==> src/hdl/step_table.hex <==
// phase step per semitone for octave 10, from semitone 0 (C) up to semitone 11 (B)
42F9DB
46F567
4B2D92
4FA5F9
54626D
596704
5EB7E8
6459C1
6A5159
70A3C7
77566E
7E6F17

==> src/hdl/synth_pkg.sv <==
`default_nettype none

package synth_pkg;

    // --------------------------------------------------
    // sizes and rates
    // --------------------------------------------------
    localparam int num_voices = 4;
    localparam int note_w     = 7;
    localparam int vel_w      = 7;
    localparam int phase_w    = 24;
    localparam int sample_w   = 8;
    localparam int sample_div = 3125;  // 32 kHz sample rate from a 100 MHz clock
    localparam int octave_top = 10;    // the step table holds this octave
    localparam int semitones  = 12;

    localparam string step_file = "/design/src/hdl/step_table.hex";

    // --------------------------------------------------
    // shared types
    // --------------------------------------------------
    typedef logic [1:0] voice_t;

    typedef enum logic [1:0] {
        wave_saw    = 2'd0,
        wave_square = 2'd1,
        wave_tri    = 2'd2
    } wave_t;

    typedef struct packed {
        voice_t             voice;
        logic [note_w-1:0]  note;
        logic [vel_w-1:0]   vel;
    } voice_req_t;

    typedef struct packed {
        voice_t             voice;
        logic [vel_w-1:0]   vel;
        logic [phase_w-1:0] step;
    } voice_step_t;

    typedef struct packed {
        voice_t             voice;
        logic [vel_w-1:0]   vel;
        logic [phase_w-1:0] phase;
    } voice_phase_t;

    typedef struct packed {
        voice_t                     voice;
        logic signed [sample_w-1:0] level;  // waveform already scaled by velocity
    } voice_level_t;

endpackage

`default_nettype wire

==> src/hdl/sample_tick.sv <==
`timescale 1ns/10ps
`default_nettype none

module sample_tick (
    input  wire logic CLK,
    input  wire logic reset,
    input  wire logic seq_idle,
    input  wire logic out_empty,
    output logic      frame_start,
    output logic      overrun
);
    import synth_pkg::*;

    localparam int cnt_w = $clog2(sample_div);

    logic [cnt_w-1:0] div_cnt;
    logic             tick;
    logic             can_start;

    assign tick      = (div_cnt == cnt_w'(sample_div - 1));
    assign can_start = seq_idle && out_empty;  // previous frame fully drained and accepted

    // a frame starts in the tick cycle itself, so the sequencer latches inputs on that edge
    assign frame_start = tick && can_start;

    always_ff @(posedge CLK) begin
        if (reset) begin
            div_cnt <= '0;
            overrun <= 1'b0;
        end else begin
            if (tick) begin
                div_cnt <= '0;
            end else begin
                div_cnt <= div_cnt + 1'b1;
            end

            if (tick && !can_start) begin
                overrun <= 1'b1;  // sticky until reset
            end
        end
    end

endmodule

`default_nettype wire

==> src/hdl/voice_sequencer.sv <==
`timescale 1ns/10ps
`default_nettype none

module voice_sequencer (
    input  wire logic CLK,
    input  wire logic reset,
    input  wire logic frame_start,
    input  wire logic [synth_pkg::num_voices-1:0][synth_pkg::note_w-1:0] note_num,
    input  wire logic [synth_pkg::num_voices-1:0][synth_pkg::vel_w-1:0]  note_vel,
    output logic                  seq_idle,
    output synth_pkg::voice_req_t req,
    output logic                  req_valid,
    input  wire logic             req_ready
);
    import synth_pkg::*;

    typedef enum logic {
        st_idle,
        st_run
    } seq_state_t;

    seq_state_t state;
    voice_t     voice_cnt;
    logic       last_voice;

    logic [num_voices-1:0][note_w-1:0] note_q;
    logic [num_voices-1:0][vel_w-1:0]  vel_q;

    assign last_voice = (voice_cnt == voice_t'(num_voices - 1));

    // --------------------------------------------------
    // frame control
    // --------------------------------------------------
    always_ff @(posedge CLK) begin
        if (reset) begin
            state     <= st_idle;
            voice_cnt <= '0;
        end else begin
            case (state)
                st_idle: begin
                    if (frame_start) begin
                        state     <= st_run;
                        voice_cnt <= '0;
                    end
                end
                st_run: begin
                    if (req_valid && req_ready) begin
                        voice_cnt <= voice_cnt + 1'b1;
                        if (last_voice) begin
                            state <= st_idle;  // all four voices handed off
                        end
                    end
                end
                default: state <= st_idle;
            endcase
        end
    end

    // snapshot of every voice so that a mid-frame input change cannot tear a sample
    always_ff @(posedge CLK) begin
        if (frame_start) begin
            note_q <= note_num;
            vel_q  <= note_vel;
        end
    end

    assign seq_idle  = (state == st_idle);
    assign req_valid = (state == st_run);

    assign req.voice = voice_cnt;
    assign req.note  = note_q[voice_cnt];
    assign req.vel   = vel_q[voice_cnt];

endmodule

`default_nettype wire

==> src/hdl/step_lookup.sv <==
`timescale 1ns/10ps
`default_nettype none

module step_lookup (
    input  wire logic                   CLK,
    input  wire logic                   reset,
    input  wire synth_pkg::voice_req_t  req,
    input  wire logic                   req_valid,
    output logic                        req_ready,
    output synth_pkg::voice_step_t      stp,
    output logic                        stp_valid,
    input  wire logic                   stp_ready
);
    import synth_pkg::*;

    logic [phase_w-1:0] step_rom [semitones];

    logic [note_w-1:0] octave_raw;
    logic [3:0]        octave;
    logic [3:0]        semitone;
    logic [3:0]        shift;

    initial begin
        $readmemh(step_file, step_rom);  // top octave steps, one per semitone
    end

    assign octave_raw = req.note / note_w'(semitones);
    assign semitone   = 4'(req.note % note_w'(semitones));
    assign octave     = (octave_raw > note_w'(octave_top)) ? 4'(octave_top) : octave_raw[3:0];
    assign shift      = 4'(octave_top) - octave;  // each octave down halves the step

    assign req_ready = !stp_valid || stp_ready;

    always_ff @(posedge CLK) begin
        if (reset) begin
            stp_valid <= 1'b0;
        end else if (req_ready) begin
            stp_valid <= req_valid;
        end
    end

    always_ff @(posedge CLK) begin
        if (req_valid && req_ready) begin
            stp.voice <= req.voice;
            stp.vel   <= req.vel;
            stp.step  <= step_rom[semitone] >> shift;
        end
    end

endmodule

`default_nettype wire

==> src/hdl/phase_bank.sv <==
`timescale 1ns/10ps
`default_nettype none

module phase_bank (
    input  wire logic                   CLK,
    input  wire logic                   reset,
    input  wire synth_pkg::voice_step_t stp,
    input  wire logic                   stp_valid,
    output logic                        stp_ready,
    output synth_pkg::voice_phase_t     ph,
    output logic                        ph_valid,
    input  wire logic                   ph_ready
);
    import synth_pkg::*;

    logic [phase_w-1:0] phase_q [num_voices];
    logic [phase_w-1:0] phase_next;
    logic               accept;

    assign accept     = stp_valid && stp_ready;
    assign phase_next = phase_q[stp.voice] + stp.step;  // wraps at 2**phase_w

    assign stp_ready = !ph_valid || ph_ready;

    // --------------------------------------------------
    // per-voice accumulators
    // --------------------------------------------------
    always_ff @(posedge CLK) begin
        if (reset) begin
            phase_q  <= '{default: '0};
            ph_valid <= 1'b0;
        end else begin
            if (stp_ready) begin
                ph_valid <= stp_valid;
            end
            if (accept) begin
                phase_q[stp.voice] <= phase_next;
            end
        end
    end

    // the new phase goes downstream, so the first frame already sees one step
    always_ff @(posedge CLK) begin
        if (accept) begin
            ph.voice <= stp.voice;
            ph.vel   <= stp.vel;
            ph.phase <= phase_next;
        end
    end

endmodule

`default_nettype wire

==> src/hdl/wave_shaper.sv <==
`timescale 1ns/10ps
`default_nettype none

module wave_shaper (
    input  wire logic                    CLK,
    input  wire logic                    reset,
    input  wire synth_pkg::wave_t        wave,
    input  wire synth_pkg::voice_phase_t ph,
    input  wire logic                    ph_valid,
    output logic                         ph_ready,
    output synth_pkg::voice_level_t      lvl,
    output logic                         lvl_valid,
    input  wire logic                    lvl_ready
);
    import synth_pkg::*;

    logic [7:0]                 p;
    logic signed [9:0]          tri_wide;
    logic signed [sample_w-1:0] tri_sat;
    logic signed [sample_w-1:0] raw;
    logic signed [15:0]         prod;
    logic signed [15:0]         prod_sh;

    assign p = ph.phase[phase_w-1:phase_w-8];

    // --------------------------------------------------
    // waveform generation
    // --------------------------------------------------
    always_comb begin
        if (!p[7]) begin
            tri_wide = $signed({1'b0, p, 1'b0}) - 10'sd128;  // rising half
        end else begin
            tri_wide = 10'sd383 - $signed({1'b0, p, 1'b0});  // falling half
        end

        if (tri_wide > 10'sd127) begin
            tri_sat = 8'sd127;
        end else if (tri_wide < -10'sd128) begin
            tri_sat = -8'sd128;
        end else begin
            tri_sat = tri_wide[7:0];
        end

        case (wave)
            wave_saw:    raw = $signed(p);
            wave_square: raw = p[7] ? -8'sd127 : 8'sd127;
            wave_tri:    raw = tri_sat;
            default:     raw = '0;
        endcase
    end

    assign prod    = raw * $signed({1'b0, ph.vel});  // velocity 127 is just under unity gain
    assign prod_sh = prod >>> 7;

    assign ph_ready = !lvl_valid || lvl_ready;

    always_ff @(posedge CLK) begin
        if (reset) begin
            lvl_valid <= 1'b0;
        end else if (ph_ready) begin
            lvl_valid <= ph_valid;
        end
    end

    always_ff @(posedge CLK) begin
        if (ph_valid && ph_ready) begin
            lvl.voice <= ph.voice;
            lvl.level <= prod_sh[sample_w-1:0];
        end
    end

endmodule

`default_nettype wire

==> src/hdl/voice_mixer.sv <==
`timescale 1ns/10ps
`default_nettype none

module voice_mixer (
    input  wire logic                    CLK,
    input  wire logic                    reset,
    input  wire synth_pkg::voice_level_t lvl,
    input  wire logic                    lvl_valid,
    output logic                         lvl_ready,
    output logic                         out_empty,
    output logic signed [synth_pkg::sample_w-1:0] sample,
    output logic                         sample_valid,
    input  wire logic                    sample_ready
);
    import synth_pkg::*;

    logic signed [9:0] acc;
    logic signed [9:0] sum_next;
    logic              last_level;
    logic              accept;

    assign accept     = lvl_valid && lvl_ready;
    assign last_level = (lvl.voice == voice_t'(num_voices - 1));
    assign sum_next   = acc + {{(10 - sample_w){lvl.level[sample_w-1]}}, lvl.level};

    // a finished sample blocks new levels until it leaves
    assign lvl_ready = !sample_valid || sample_ready;
    assign out_empty = !sample_valid;

    always_ff @(posedge CLK) begin
        if (reset) begin
            acc          <= '0;
            sample_valid <= 1'b0;
        end else begin
            if (sample_valid && sample_ready) begin
                sample_valid <= 1'b0;
            end
            if (accept) begin
                if (last_level) begin
                    acc          <= '0;  // ready for the next frame
                    sample_valid <= 1'b1;
                end else begin
                    acc <= sum_next;
                end
            end
        end
    end

    always_ff @(posedge CLK) begin
        if (accept && last_level) begin
            sample <= sample_w'(sum_next >>> 2);  // average of four voices
        end
    end

endmodule

`default_nettype wire

==> src/hdl/nco_bank.sv <==
`timescale 1ns/10ps
`default_nettype none

module nco_bank (
    input  wire logic CLK,
    input  wire logic reset,
    input  wire logic [synth_pkg::num_voices-1:0][synth_pkg::note_w-1:0] note_num,
    input  wire logic [synth_pkg::num_voices-1:0][synth_pkg::vel_w-1:0]  note_vel,
    input  wire synth_pkg::wave_t                  wave,
    output logic signed [synth_pkg::sample_w-1:0]  sample,
    output logic                                   sample_valid,
    input  wire logic                              sample_ready,
    output logic                                   overrun
);
    import synth_pkg::*;

    logic frame_start;
    logic seq_idle;
    logic out_empty;

    // --------------------------------------------------
    // pipeline links
    // --------------------------------------------------
    voice_req_t   req;
    logic         req_valid;
    logic         req_ready;
    voice_step_t  stp;
    logic         stp_valid;
    logic         stp_ready;
    voice_phase_t ph;
    logic         ph_valid;
    logic         ph_ready;
    voice_level_t lvl;
    logic         lvl_valid;
    logic         lvl_ready;

    sample_tick tick0 (
        .CLK(CLK), .reset(reset), .seq_idle(seq_idle), .out_empty(out_empty),
        .frame_start(frame_start), .overrun(overrun)
    );

    voice_sequencer seq0 (
        .CLK(CLK), .reset(reset), .frame_start(frame_start),
        .note_num(note_num), .note_vel(note_vel), .seq_idle(seq_idle),
        .req(req), .req_valid(req_valid), .req_ready(req_ready)
    );

    step_lookup step0 (
        .CLK(CLK), .reset(reset), .req(req), .req_valid(req_valid), .req_ready(req_ready),
        .stp(stp), .stp_valid(stp_valid), .stp_ready(stp_ready)
    );

    phase_bank phase0 (
        .CLK(CLK), .reset(reset), .stp(stp), .stp_valid(stp_valid), .stp_ready(stp_ready),
        .ph(ph), .ph_valid(ph_valid), .ph_ready(ph_ready)
    );

    wave_shaper shaper0 (
        .CLK(CLK), .reset(reset), .wave(wave),
        .ph(ph), .ph_valid(ph_valid), .ph_ready(ph_ready),
        .lvl(lvl), .lvl_valid(lvl_valid), .lvl_ready(lvl_ready)
    );

    voice_mixer mixer0 (
        .CLK(CLK), .reset(reset), .lvl(lvl), .lvl_valid(lvl_valid), .lvl_ready(lvl_ready),
        .out_empty(out_empty), .sample(sample), .sample_valid(sample_valid),
        .sample_ready(sample_ready)
    );

endmodule

`default_nettype wire

==> config.mk <==
export PLATFORM = sky130hd
export DESIGN_NAME = nco_bank
export DESIGN_NICKNAME = d
export VERILOG_FILES = /design/src/hdl/synth_pkg.sv /design/src/hdl/sample_tick.sv /design/src/hdl/voice_sequencer.sv /design/src/hdl/step_lookup.sv /design/src/hdl/phase_bank.sv /design/src/hdl/wave_shaper.sv /design/src/hdl/voice_mixer.sv /design/src/hdl/nco_bank.sv
export SDC_FILE = /design/constraint.sdc
export NUM_CORES = 1
export LEC_CHECK = 0
export BUFFER_PORTS_ARGS = -buffer_cell sky130_fd_sc_hd__clkbuf_2
export CAP_MARGIN = 20
export CORE_ASPECT_RATIO = 0.9
export CORE_MARGIN = 5
export CORE_UTILIZATION = 45
export DETAILED_ROUTE_END_ITERATION = 16
export SKIP_CTS_REPAIR_TIMING = 1
export SLEW_MARGIN = 20
export SYNTH_ARGS = -nofsm -noshare
export SYNTH_HDL_FRONTEND = slang
export SYNTH_HIERARCHICAL = 1
export SYNTH_SLANG_ARGS = --single-unit
==> constraint.sdc <==
create_clock -name CLK -period 5.6 [get_ports CLK]
set_input_delay 0.84 -clock CLK [delete_from_list [all_inputs] [get_ports CLK]]
set_output_delay 0.84 -clock CLK [all_outputs]
set_load 0.03 [all_outputs]
# Word level (Yosys, flattened, before mapping)
# Cells that the tools add are included.
[word_totals] elab_cells=104 reg_bits=266
[op_classes] shifts=1 multipliers=1 n_eq_ne=7 order_cmp=6 n_div=1 mux=27 reduce_logical=22 bitwise_logic=2 addsub=7
[op_table] operator="96-bit bitwise mux" n=1
[op_table] operator="24-bit 2-to-1 mux" n=3
[op_table] operator="24-bit binary-select mux with 2-bit select" n=1
[op_table] operator="24-bit demux with 2-bit select" n=1
[op_table] operator="7-bit binary-select mux with 2-bit select" n=2
[op_table] operator="24-bit adder" n=1
[op_table] operator="8-bit 2-to-1 mux" n=3
[op_table] operator="8-bit one-hot mux with 3 select lines" n=1
[op_table] operator="24-bit by 4-bit >> shifter with 24-bit output, first input constant" n=1
[op_table] operator="10-bit 2-to-1 mux" n=2
[op_table] operator="8-bit by 8-bit multiplier with 15-bit output" n=1
[op_table] operator="7-bit 2-to-1 mux" n=2
[op_table] operator="12-bit by 1-bit adder with 12-bit output, second input constant" n=1
[op_table] operator="12-bit equality test, second input constant" n=1
[op_table] operator="10-bit adder" n=1
[op_table] operator="10-bit by 8-bit greater-than comparator with 1-bit output, second input constant" n=1
[op_table] operator="1-bit logical AND" n=10
[op_table] operator="10-bit by 8-bit less-than comparator with 1-bit output, second input constant" n=1
[op_table] operator="9-bit by 8-bit subtractor with 10-bit output, second input constant" n=1
[op_table] operator="9-bit by 9-bit subtractor with 10-bit output, first input constant" n=1
[op_table] operator="7-bit by 4-bit divider with 7-bit output, second input constant" n=1
[op_table] operator="7-bit by 4-bit greater-than comparator with 1-bit output, second input constant" n=1
[op_table] operator="2-bit equality test, second input constant" n=3
[op_table] operator="1-bit 2-to-1 mux" n=6
[op_table] operator="other kinds (18)" n=27

# Logic depth before layout (Yosys ltp)
# Gate-level depths: netlist of the first run.
[logic_depth] ltp_word=8 depth_mapped=21 mapped_depth_nobuf=19

# Modules after synthesis
# The synthesis of the first run kept the hierarchy.
[by_module_without_submodules] mod="phase_bank" area_each_um2=6937.9 seq_area_each_um2=2932.8 cells_each=711 instances=1
[by_module_without_submodules] mod="wave_shaper" area_each_um2=2752.6 seq_area_each_um2=320.3 cells_each=298 instances=1
[by_module_without_submodules] mod="voice_sequencer" area_each_um2=2200.9 seq_area_each_um2=1741.7 cells_each=88 instances=1
[by_module_without_submodules] mod="voice_mixer" area_each_um2=1152.4 seq_area_each_um2=460.4 cells_each=118 instances=1
[by_module_without_submodules] mod="sample_tick" area_each_um2=585.6 seq_area_each_um2=260.2 cells_each=68 instances=1
[by_module_without_submodules] mod="step_lookup" area_each_um2=509.2 seq_area_each_um2=290.3 cells_each=39 instances=1

# Worst setup path after synthesis of the first run
# No wires, ideal clock.
[synth_timing] path_type="input-to-reg" start="in wave[0]" end="reg, netlist name shaper0/lvl[7]" setup_slack_ps=92 path_stages=19 t_arrival_ps=5246 cell_sequence="buf_6 > inv_1 > a21o_1 > a22o_1 > and2_1 > fa_1 > inv_1 > fa_1 > inv_1 > fa_1 > inv_1 > fa_1 > inv_1 > ha_1 > a21o_1 > a221o_1 > a21oi_1 > o31ai_2 > xnor2_1"
[synth_between] elab_chain_cells=3 elab_cells_between_ends=5 classes_between="mul (1); eq/ne (2); mux (1); reduce/logical (1)"
[synth_rtl] element="start, declared" line_no="nco_bank.sv:9" text="input wire synth_pkg::wave_t wave,"
[synth_rtl] element="2-bit equality test, or another cell as far along" line_no="wave_shaper.sv:44" text="case (wave)"
[synth_rtl] element="8-bit one-hot mux with 3 select lines (*)" line_no="wave_shaper.sv:44"
[synth_rtl] element="8-bit by 8-bit multiplier with 15-bit output (*)" line_no="wave_shaper.sv:52" text="assign prod = raw * $signed({1'b0, ph.vel});"
[synth_rtl] element="net shaper0.prod[14]" line_no="wave_shaper.sv:21" text="logic signed [15:0] prod;"
# Mark *: on every way through the listed nets, which the timed path passes. The rest lies on a longest branch.
# A chain may end at the register's enable or synchronous reset.

# Worst setup path in the final report of the first run
[layout_timing] start="in wave[0]" end="reg, netlist name shaper0/lvl[7]"
[layout_between] elab_chain_cells=3 elab_cells_between_ends=5 classes_between="mul (1); eq/ne (2); mux (1); reduce/logical (1)"
[layout_rtl] element="2-bit equality test, or another cell as far along" line_no="wave_shaper.sv:44"
[layout_rtl] element="8-bit one-hot mux with 3 select lines (*)" line_no="wave_shaper.sv:44"
[layout_rtl] element="8-bit by 8-bit multiplier with 15-bit output (*)" line_no="wave_shaper.sv:52"
[layout_rtl] element="net shaper0.prod[14]" line_no="wave_shaper.sv:21"
# Marked as above.

==> results.json, run 1 <==
{
  "status": "completed",
  "final_max_slew_viol_count": 0,
  "endpoint_kind": "register",
  "rows": 58,
  "cts.sinks": 198,
  "avgSynthCellArea_um2": 9.99,
  "period_share_pct": 94.8,
  "critPathRequiredTime_ns": 5.79,
  "pwr-share-comb_pct": 13.7,
  "p_int_mw": 2.33,
  "drtPass1Iterations": 6,
  "gp_congestion": 0.819,
  "worstPathCellList": "clkbuf_2 > buf_4 > nor2b_2 > a21boi_1 > o22ai_1 > nand2_1 > fa_1 > inv_1 > fa_1 > fa_1 > inv_1 > fa_1 > inv_1 > ha_1 > a21o_1 > a221o_1 > a21oi_1 > o31ai_2 > xnor2_1",
  "tightest_slew_ns": 0.903,
  "hold_viol_final": 0,
  "pwr-share-clk_pct": 40.5,
  "wl_per_cell_um": 16.2,
  "yosys_warnings": 6,
  "antenna_found_initial": 0,
  "skew_ns": 0.0184,
  "diodes": 0,
  "viasPerCell": 5.47,
  "grt_max_degree": 94,
  "p_sw_mw": 0.933,
  "fillers": 2539,
  "cp-start-kind": "primary input",
  "seqPwrFrac_pct": 45.9,
  "syn_inst": 1263,
  "fin_nets": 1473,
  "relSlewSlack_pct": 39.8,
  "grt_pass1_wl_mm": 45.2,
  "cts.clk_slew.worst_paths_ns": 0.08,
  "crit_top_cell": "fa_1",
  "setup-violations-final": 0,
  "peakVddDrop_v": 0.000201,
  "crit_slowest_cell": "fa_1",
  "synth_area_mm2": 0.0126,
  "core_mm2": 0.0278,
  "finish.utilization_pct": 49.5,
  "fin_area_mm2": 0.0138,
  "holdCritPathClass": "register to register",
  "cts_buffers": 17,
  "wl_mm": 27.2,
  "ant_nets": 0,
  "setup_ws_ns": 0.288,
  "grt-ovfl-total": 0,
  "rsz0062_at_grt": "false",
  "dp_hpwl_mm": 18.9,
  "slowest_delay_ns": 0.54,
  "drt_iter0_drc": 623,
  "path_max_fanout": 6,
  "clk_latency_ns": 0.45,
  "cp_top_family": "adder cells",
  "drive_gt1_share_pct": 14.9,
  "cap_violations": 0,
  "initial_core_util_pct": 45.4,
  "switching_share_pct": 28.6,
  "pre_cts_ws_ns": -0.0540,
  "die_y_um": 169,
  "io_pins": 71,
  "die-area_mm2": 0.0315,
  "port_buffers": 42,
  "hold_slack_ns": 0.426,
  "cts_buffer_depth": 2,
  "arrival_ns": 5.51,
  "p_per_area_mw_per_mm2": 237,
  "area_growth_pct": 9.14,
  "cellLeakagePower_nw": 5.43,
  "finalCriticalPeriod_ns": 5.31,
  "crit_type": "primary input to register",
  "root_buffer": "clkbuf_16",
  "cts_max_level": 4,
  "placed_cell_area_mm2": 0.0131,
  "grt_pass1_vias": 8823,
  "vias": 9175,
  "cts_tree": "built",
  "timing.fmax_mhz": 188,
  "power_mw": 3.27,
  "worst-path-buf-inv": 5,
  "grt_usage_pct": 17.2,
  "drc_errors": 0,
  "die_w_um": 186
}
placed cells by master, fill, tap and decap left out, drive strengths merged, types with 10 or more instances in the layout:
cell type / count
clkbuf: 58
buf: 42
o31ai: 13
mux4: 31
or3: 13
and2: 25
nor2: 59
a211oi: 14
conb: 24
a21oi: 100
fa: 45
ha: 63
inv: 95
o21ai: 60
a21o: 31
nor2b: 17
nand2b: 16
xor2: 10
dfxtp: 126
xnor2: 23
o311ai: 10
nand4: 13
nand3b: 47
nand3: 34
edfxtp: 72
nand2: 139
nor3: 24
layout make-up:
cell class                 count  area (um^2)  area share, %
clock buffer                  17          425           3.09
sequential                   198         4680           34.0
tap                          360          450           3.27
timing repair buffer          83          520           3.78
clock inverter                15          220           1.60
multi-input combinational    918         7140           51.9
inverter                      86          323           2.35
power by group through the flow:
stage | Combinational (mW) | Clock [mW] | Sequential, mW
4_1_cts | 0.448 | 1.37 | 1.50
3_5_place_dp | 0.443 | 0 | 1.53
2_1_floorplan | 0.336 | 0 | 1.53
5_1_grt | 0.508 | 1.42 | 1.50
6_report | 0.446 | 1.32 | 1.50
3_3_place_gp | 0.441 | 0 | 1.53
state kept, by name (all words and copies together), names as in the netlist:
name                 flops
mixer0/acc              10
step0/stp                9
tick0/div_cnt           12
phase0/phase_q          96
shaper0/lvl             10
tick0/overrun            1
seq0/voice_cnt           2
seq0/vel_q              28
phase0/ph_valid          1
seq0/req_valid           1
shaper0/lvl_valid        1
mixer0/sample_valid      1
mixer0/sample            8
phase0/ph               17
step0/stp_valid          1
metal layers:
layer | vias to the layer above | routed length [um] | GRT usage [%]
met5 | - | 0 | 0
met2 | 177 | 11900 | 26.5
met3 | 14 | 1100 | 2.58
met4 | 0 | 195 | 3.33
met1 | 4399 | 14000 | 26.0
li1 | 4585 | - | -
final timing paths:
path | startpoint | end | slack [ns] | cells after the start
max reg2reg | phase0/ph[23] | shaper0/lvl[7] | 0.35 | 18
max | wave[0] | shaper0/lvl[7] | 0.29 | 19
min | step0/stp[29] | phase0/ph[29] | 0.43 | 0
min reg2reg | step0/stp[29] | phase0/ph[29] | 0.43 | 0
per-stage QoR:
step | setup TNS, ns | instances
after global placement | -0.0324 | 1645
after floorplan | 0 | 1286
final | 0 | 1677
after CTS | 0 | 1677
after global routing | 0 | 1677
after detailed placement | -0.0540 | 1645
Note: power is estimated with default switching activity, not from simulation.
==> inputs of run 2 (changes only) <==
- CTS_BUF_LIST: unset -> sky130_fd_sc_hd__clkbuf_4 sky130_fd_sc_hd__clkbuf_8
==> run 2 against run 1 <==
Via count barely moved. Clock skew rose by 0.011 ns. Global-route usage fell by 0.12 points. Sequential power barely moved. Hold slack improved by 0.0064 ns. Count of clock-buffer cells in the layout did not move. Critical path depth did not move. Register-to-register slack improved by 0.10 ns. Setup slack improved by 0.10 ns. Utilization fell by 0.69 points. Design area fell by 1.4%. Non-clock buffer count did not move. Largest power group unchanged. Highest routed layer unchanged.
==> results.json, run 2 (synthesis results as in run 1) <==
{
  "core_mm2": 0.0278,
  "drive_gt1_share_pct": 14.9,
  "min_path_cells": 0,
  "setup_ws_ns": 0.389,
  "gp_congestion": 0.819,
  "worstReg2RegStart": "phase0/ph[23]",
  "timing.fmax_mhz": 192,
  "die-area_mm2": 0.0315,
  "cts.clk_slew.worst_paths_ns": 0.12,
  "critPathRequiredTime_ns": 5.84,
  "finish.utilization_pct": 48.8,
  "root_buffer": "clkbuf_8",
  "vias": 9174,
  "final_max_slew_viol_count": 0,
  "skew_ns": 0.0291,
  "diodes": 0,
  "p_sw_mw": 0.895,
  "largest_register_ffs": 96,
  "grt_max_degree": 94,
  "crit_type": "primary input to register",
  "pwr-share-clk_pct": 34.5,
  "place_inst": 1645,
  "holdCritPathClass": "register to register",
  "period_share_pct": 93.1,
  "pre_cts_ws_ns": -0.0540,
  "clk_latency_ns": 0.49,
  "antenna_found_initial": 0,
  "grt_pass1_wl_mm": 44.8,
  "cts_max_level": 4,
  "cp-start-kind": "primary input",
  "cts_buffer_depth": 2,
  "area_growth_pct": 7.62,
  "rr_worst_depth": 19,
  "final_cells": 1677,
  "drt_iter0_drc": 645,
  "rsz0062_at_grt": "false",
  "tightest_slew_ns": 0.911,
  "regMostFlops": "phase0/phase_q",
  "endpoint_kind": "register",
  "cts_buffers": 17,
  "pwr-share-comb_pct": 15.0,
  "grt_usage_pct": 17.1,
  "initial_core_util_pct": 45.4,
  "viasPerCell": 5.47,
  "hold_path_end": "phase0/ph[29]",
  "finalCriticalPeriod_ns": 5.21,
  "hp-start": "step0/stp[29]",
  "final_cell_mix": "nand2_1, dfxtp_1, a21oi_1",
  "fin_nets": 1473,
  "relSlewSlack_pct": 39.3,
  "ant_nets": 0,
  "cts.sinks": 198,
  "peakVddDrop_v": 0.000159,
  "p_int_mw": 2.07,
  "reg.largest.list": "phase0/phase_q x96, seq0/vel_q x28, phase0/ph x17",
  "drtPass1Iterations": 5,
  "ff2ff_setup_slack_ns": 0.45,
  "grt_pass1_vias": 8745,
  "cts_tree": "built",
  "reg2reg_to": "shaper0/lvl[6]",
  "io_pins": 71,
  "dp_hpwl_mm": 18.9,
  "wl_per_cell_um": 16.1,
  "port_buffers": 42,
  "seqPwrFrac_pct": 50.6,
  "hold_viol_final": 0,
  "drc_errors": 0,
  "p_per_area_mw_per_mm2": 218,
  "die_y_um": 169,
  "switching_share_pct": 30.2,
  "wl_mm": 27.0,
  "setup_tns_ns": 0,
  "cap_violations": 0,
  "final_common_cell": "nand2_1",
  "setup-violations-final": 0,
  "die_w_um": 186,
  "grt-ovfl-total": 0,
  "rows": 58,
  "path_max_fanout": 5,
  "status": "completed",
  "cellLeakagePower_nw": 5.34,
  "arrival_ns": 5.45
}
## run 2: cell counts in the layout (fill, tap and decap cells not counted)
No cell type changed its count.
## run 2: power by group through the flow
stage / sequential [mW] / clock (mW) / combinational, mW
floorplan: 1.53 / 0 / 0.336
global placement: 1.53 / 0 / 0.441
detailed placement: 1.53 / 0 / 0.443
CTS: 1.50 / 1.07 / 0.445
global route: 1.50 / 1.11 / 0.506
finish: 1.50 / 1.02 / 0.443
## run 2: through the flow
| step | power, mW | instance area (um^2) | hold slack, ns |
|---|---|---|---|
| 2_1_floorplan | 1.87 | 12700 | 0.400 |
| 3_3_place_gp | 1.97 | 13100 | 0.403 |
| 3_5_place_dp | 1.97 | 13100 | 0.405 |
| 4_1_cts | 3.01 | 13600 | 0.433 |
| 5_1_grt | 3.12 | 13600 | 0.445 |
| 6_report | 2.96 | 13600 | 0.432 |
## run 2: final cells by class
| type | count | area [um^2] |
|---|---|---|
| Timing Repair Buffer | 83 | 520 |
| Tap cell | 360 | 450 |
| Sequential cell | 198 | 4680 |
| Clock inverter | 15 | 220 |
| Fill cell | 2570 | 14200 |
| Clock buffer | 17 | 234 |
| Inverter | 86 | 323 |
| Multi-Input combinational cell | 918 | 7140 |
## run 2: worst max-delay path by stage
stage | from | to | cells past startpoint
CTS | phase0/ph[23] | shaper0/lvl[6] | 19
global placement | wave[1] | shaper0/lvl[7] | 19
detailed placement | wave[1] | shaper0/lvl[7] | 19
floorplan | wave[0] | shaper0/lvl[7] | 19
global route | phase0/ph[23] | shaper0/lvl[7] | 18
finish | wave[1] | shaper0/lvl[7] | 19
## run 2: metal layers
metal	global-route usage, %	vias up	part of all wire [%]
met5	0	-	0
met4	3.33	0	0.93
met3	2.60	18	3.9
met2	26.0	176	44
met1	26.0	4409	51
li1	-	4571	-
## run 2: worst max-delay path: stages
cell and delay (ns):
clkbuf_2 0.11, inv_1 0.09, a21o_1 0.16, a22o_1 0.33, and2_1 0.22, fa_1 0.57, inv_1 0.08, fa_1 0.53
inv_1 0.05, fa_1 0.53, inv_1 0.06, fa_1 0.53, inv_1 0.04, ha_1 0.31, a21o_1 0.20, a221o_1 0.34
a21oi_1 0.19, o31ai_2 0.12, xnor2_1 0.14
==> inputs of run 3 (changes only) <==
==> constraint.sdc (replaced) <==
create_clock -name CLK -period 5.01 [get_ports CLK]
set_input_delay 0.7515 -clock CLK [delete_from_list [all_inputs] [get_ports CLK]]
set_output_delay 0.7515 -clock CLK [all_outputs]
set_load 0.05 [all_outputs]
==> run 3 against run 2 <==
Combinational power grew 24%. Sequential cell count did not move. Sequential share of layout area fell by 0.70 points. Utilization up 1.0 points. Die area unchanged. Critical path depth rose by 1. First-iteration DRC count is 16% lower. Cell count rose by 1.2%.
==> results.json, run 3 (synthesis results as in run 1) <==
{
  "die-area_mm2": 0.0315,
  "tightest_slew_ns": 1.02,
  "arrival_ns": 5.11,
  "period_share_pct": 97.3,
  "grt_max_degree": 94,
  "drc_errors": 0,
  "worstPathCellList": "clkbuf_2 > clkinvlp_4 > buf_12 > nand2_4 > a21boi_2 > o22ai_2 > and2_1 > fa_1 > inv_1 > fa_1 > inv_1 > fa_1 > inv_1 > fa_1 > inv_2 > ha_4 > a2111o_1 > a21oi_4 > o21ai_2 > a311o_1",
  "reg.largest.list": "phase0/phase_q x96, seq0/vel_q x28, phase0/ph x17",
  "crit_top_cell": "fa_1",
  "p_per_area_mw_per_mm2": 246,
  "setup_tns_ns": 0,
  "port_buffers": 42,
  "cts_max_level": 4,
  "initial_core_util_pct": 45.4,
  "antenna_found_initial": 0,
  "setup-violations-final": 0,
  "fin_area_mm2": 0.0139,
  "cp-start-kind": "primary input",
  "largest_register_ffs": 96,
  "placed_cell_area_mm2": 0.0133,
  "ant_nets": 0,
  "cts_buffers": 17,
  "pre_cts_ws_ns": -0.302,
  "timing.fmax_mhz": 205,
  "cellLeakagePower_nw": 5.46,
  "endpoint_kind": "register",
  "crit_slowest_cell": "fa_1",
  "diodes": 0,
  "die_w_um": 186,
  "grt_pass1_wl_mm": 45.3,
  "final_cell_mix": "nand2_1, dfxtp_1, a21oi_1",
  "cts_buffer_depth": 2,
  "final_common_cell": "nand2_1",
  "wl_per_cell_um": 16.0,
  "setup_ws_ns": 0.137,
  "relSlewSlack_pct": 32.0,
  "grt-ovfl-total": 0,
  "gp_congestion": 0.806,
  "grt_usage_pct": 17.1,
  "path_max_fanout": 6,
  "finish.utilization_pct": 49.8,
  "drtPass1Iterations": 5,
  "cts_tree": "built",
  "status": "completed",
  "peakVddDrop_v": 0.000181,
  "drive_gt1_share_pct": 17.8,
  "hold_viol_final": 0,
  "grt_pass1_vias": 8952,
  "wl_mm": 27.1,
  "cap_violations": 0,
  "io_pins": 71,
  "fin_nets": 1493,
  "viasPerCell": 5.44,
  "drt_iter0_drc": 543,
  "final_max_slew_viol_count": 0,
  "hold_slack_ns": 0.421,
  "vias": 9228,
  "finalCriticalPeriod_ns": 4.87,
  "skew_ns": 0.0309,
  "fillers": 2592,
  "cts.clk_slew.worst_paths_ns": 0.15,
  "area_growth_pct": 9.84,
  "core_mm2": 0.0278,
  "holdCritPathClass": "primary input to register",
  "dp_hpwl_mm": 19.0,
  "cts.sinks": 198,
  "regMostFlops": "phase0/phase_q",
  "die_y_um": 169,
  "crit_type": "primary input to register",
  "root_buffer": "clkbuf_8",
  "clk_latency_ns": 0.49,
  "critPathRequiredTime_ns": 5.25,
  "rows": 58,
  "slowest_delay_ns": 0.53
}
-- run 3: cell count changes in the layout (fill, tap and decap cells not counted), sizes merged --
cell,delta
buf,+20
clkinv,-3
clkinvlp,+1
inv,+2
-- run 3: per-stage QoR --
step                power, mW  instances
CTS                      3.44       1693
global route             3.58       1697
detailed placement       2.25       1661
finish                   3.41       1697
floorplan                2.11       1286
global placement         2.25       1661
-- run 3: report_power, final --
group | internal (mW) | switching [mW] | total, mW
Clock | 0.429 | 0.755 | 1.18
Sequential | 1.67 | 0.00234 | 1.68
Combinational | 0.262 | 0.286 | 0.548
-- run 3: area by class of cell --
cell class | instances | area, um^2 | share of cell area, %
clock inverters | 15 | 236 | 1.71
repair buffers | 103 | 683 | 4.93
clock buffers | 17 | 234 | 1.69
multi-input cells | 918 | 7240 | 52.2
well taps | 360 | 450 | 3.25
inverters | 86 | 329 | 2.38
flip-flops and latches | 198 | 4680 | 33.8
-- run 3: metal layers --
| layer | part of all wire (%) | track usage (%) |
|---|---|---|
| met2 | 44 | 26.2 |
| met3 | 3.4 | 2.41 |
| met1 | 52 | 25.8 |
| met4 | 1.1 | 4.18 |
| met5 | 0 | 0 |
-- run 3: worst paths after layout --
| path | start | endpoint | cells past startpoint | slack, ns |
|---|---|---|---|---|
| max | wave[1] | shaper0/lvl[6] | 20 | 0.14 |
| min | note_vel[22] | seq0/vel_q[22] | 1 | 0.42 |
| max reg2reg | phase0/ph[23] | shaper0/lvl[6] | 17 | 0.20 |
| min reg2reg | step0/stp[26] | phase0/ph[26] | 0 | 0.44 |
-- run 3: worst max-delay path, delay by kind of cell --
family | cells | cell delay (ns)
compound gates | 6 | 1.29
simple gates | 2 | 0.24
fa+ha+maj | 5 | 2.18
buf+inv | 7 | 0.65
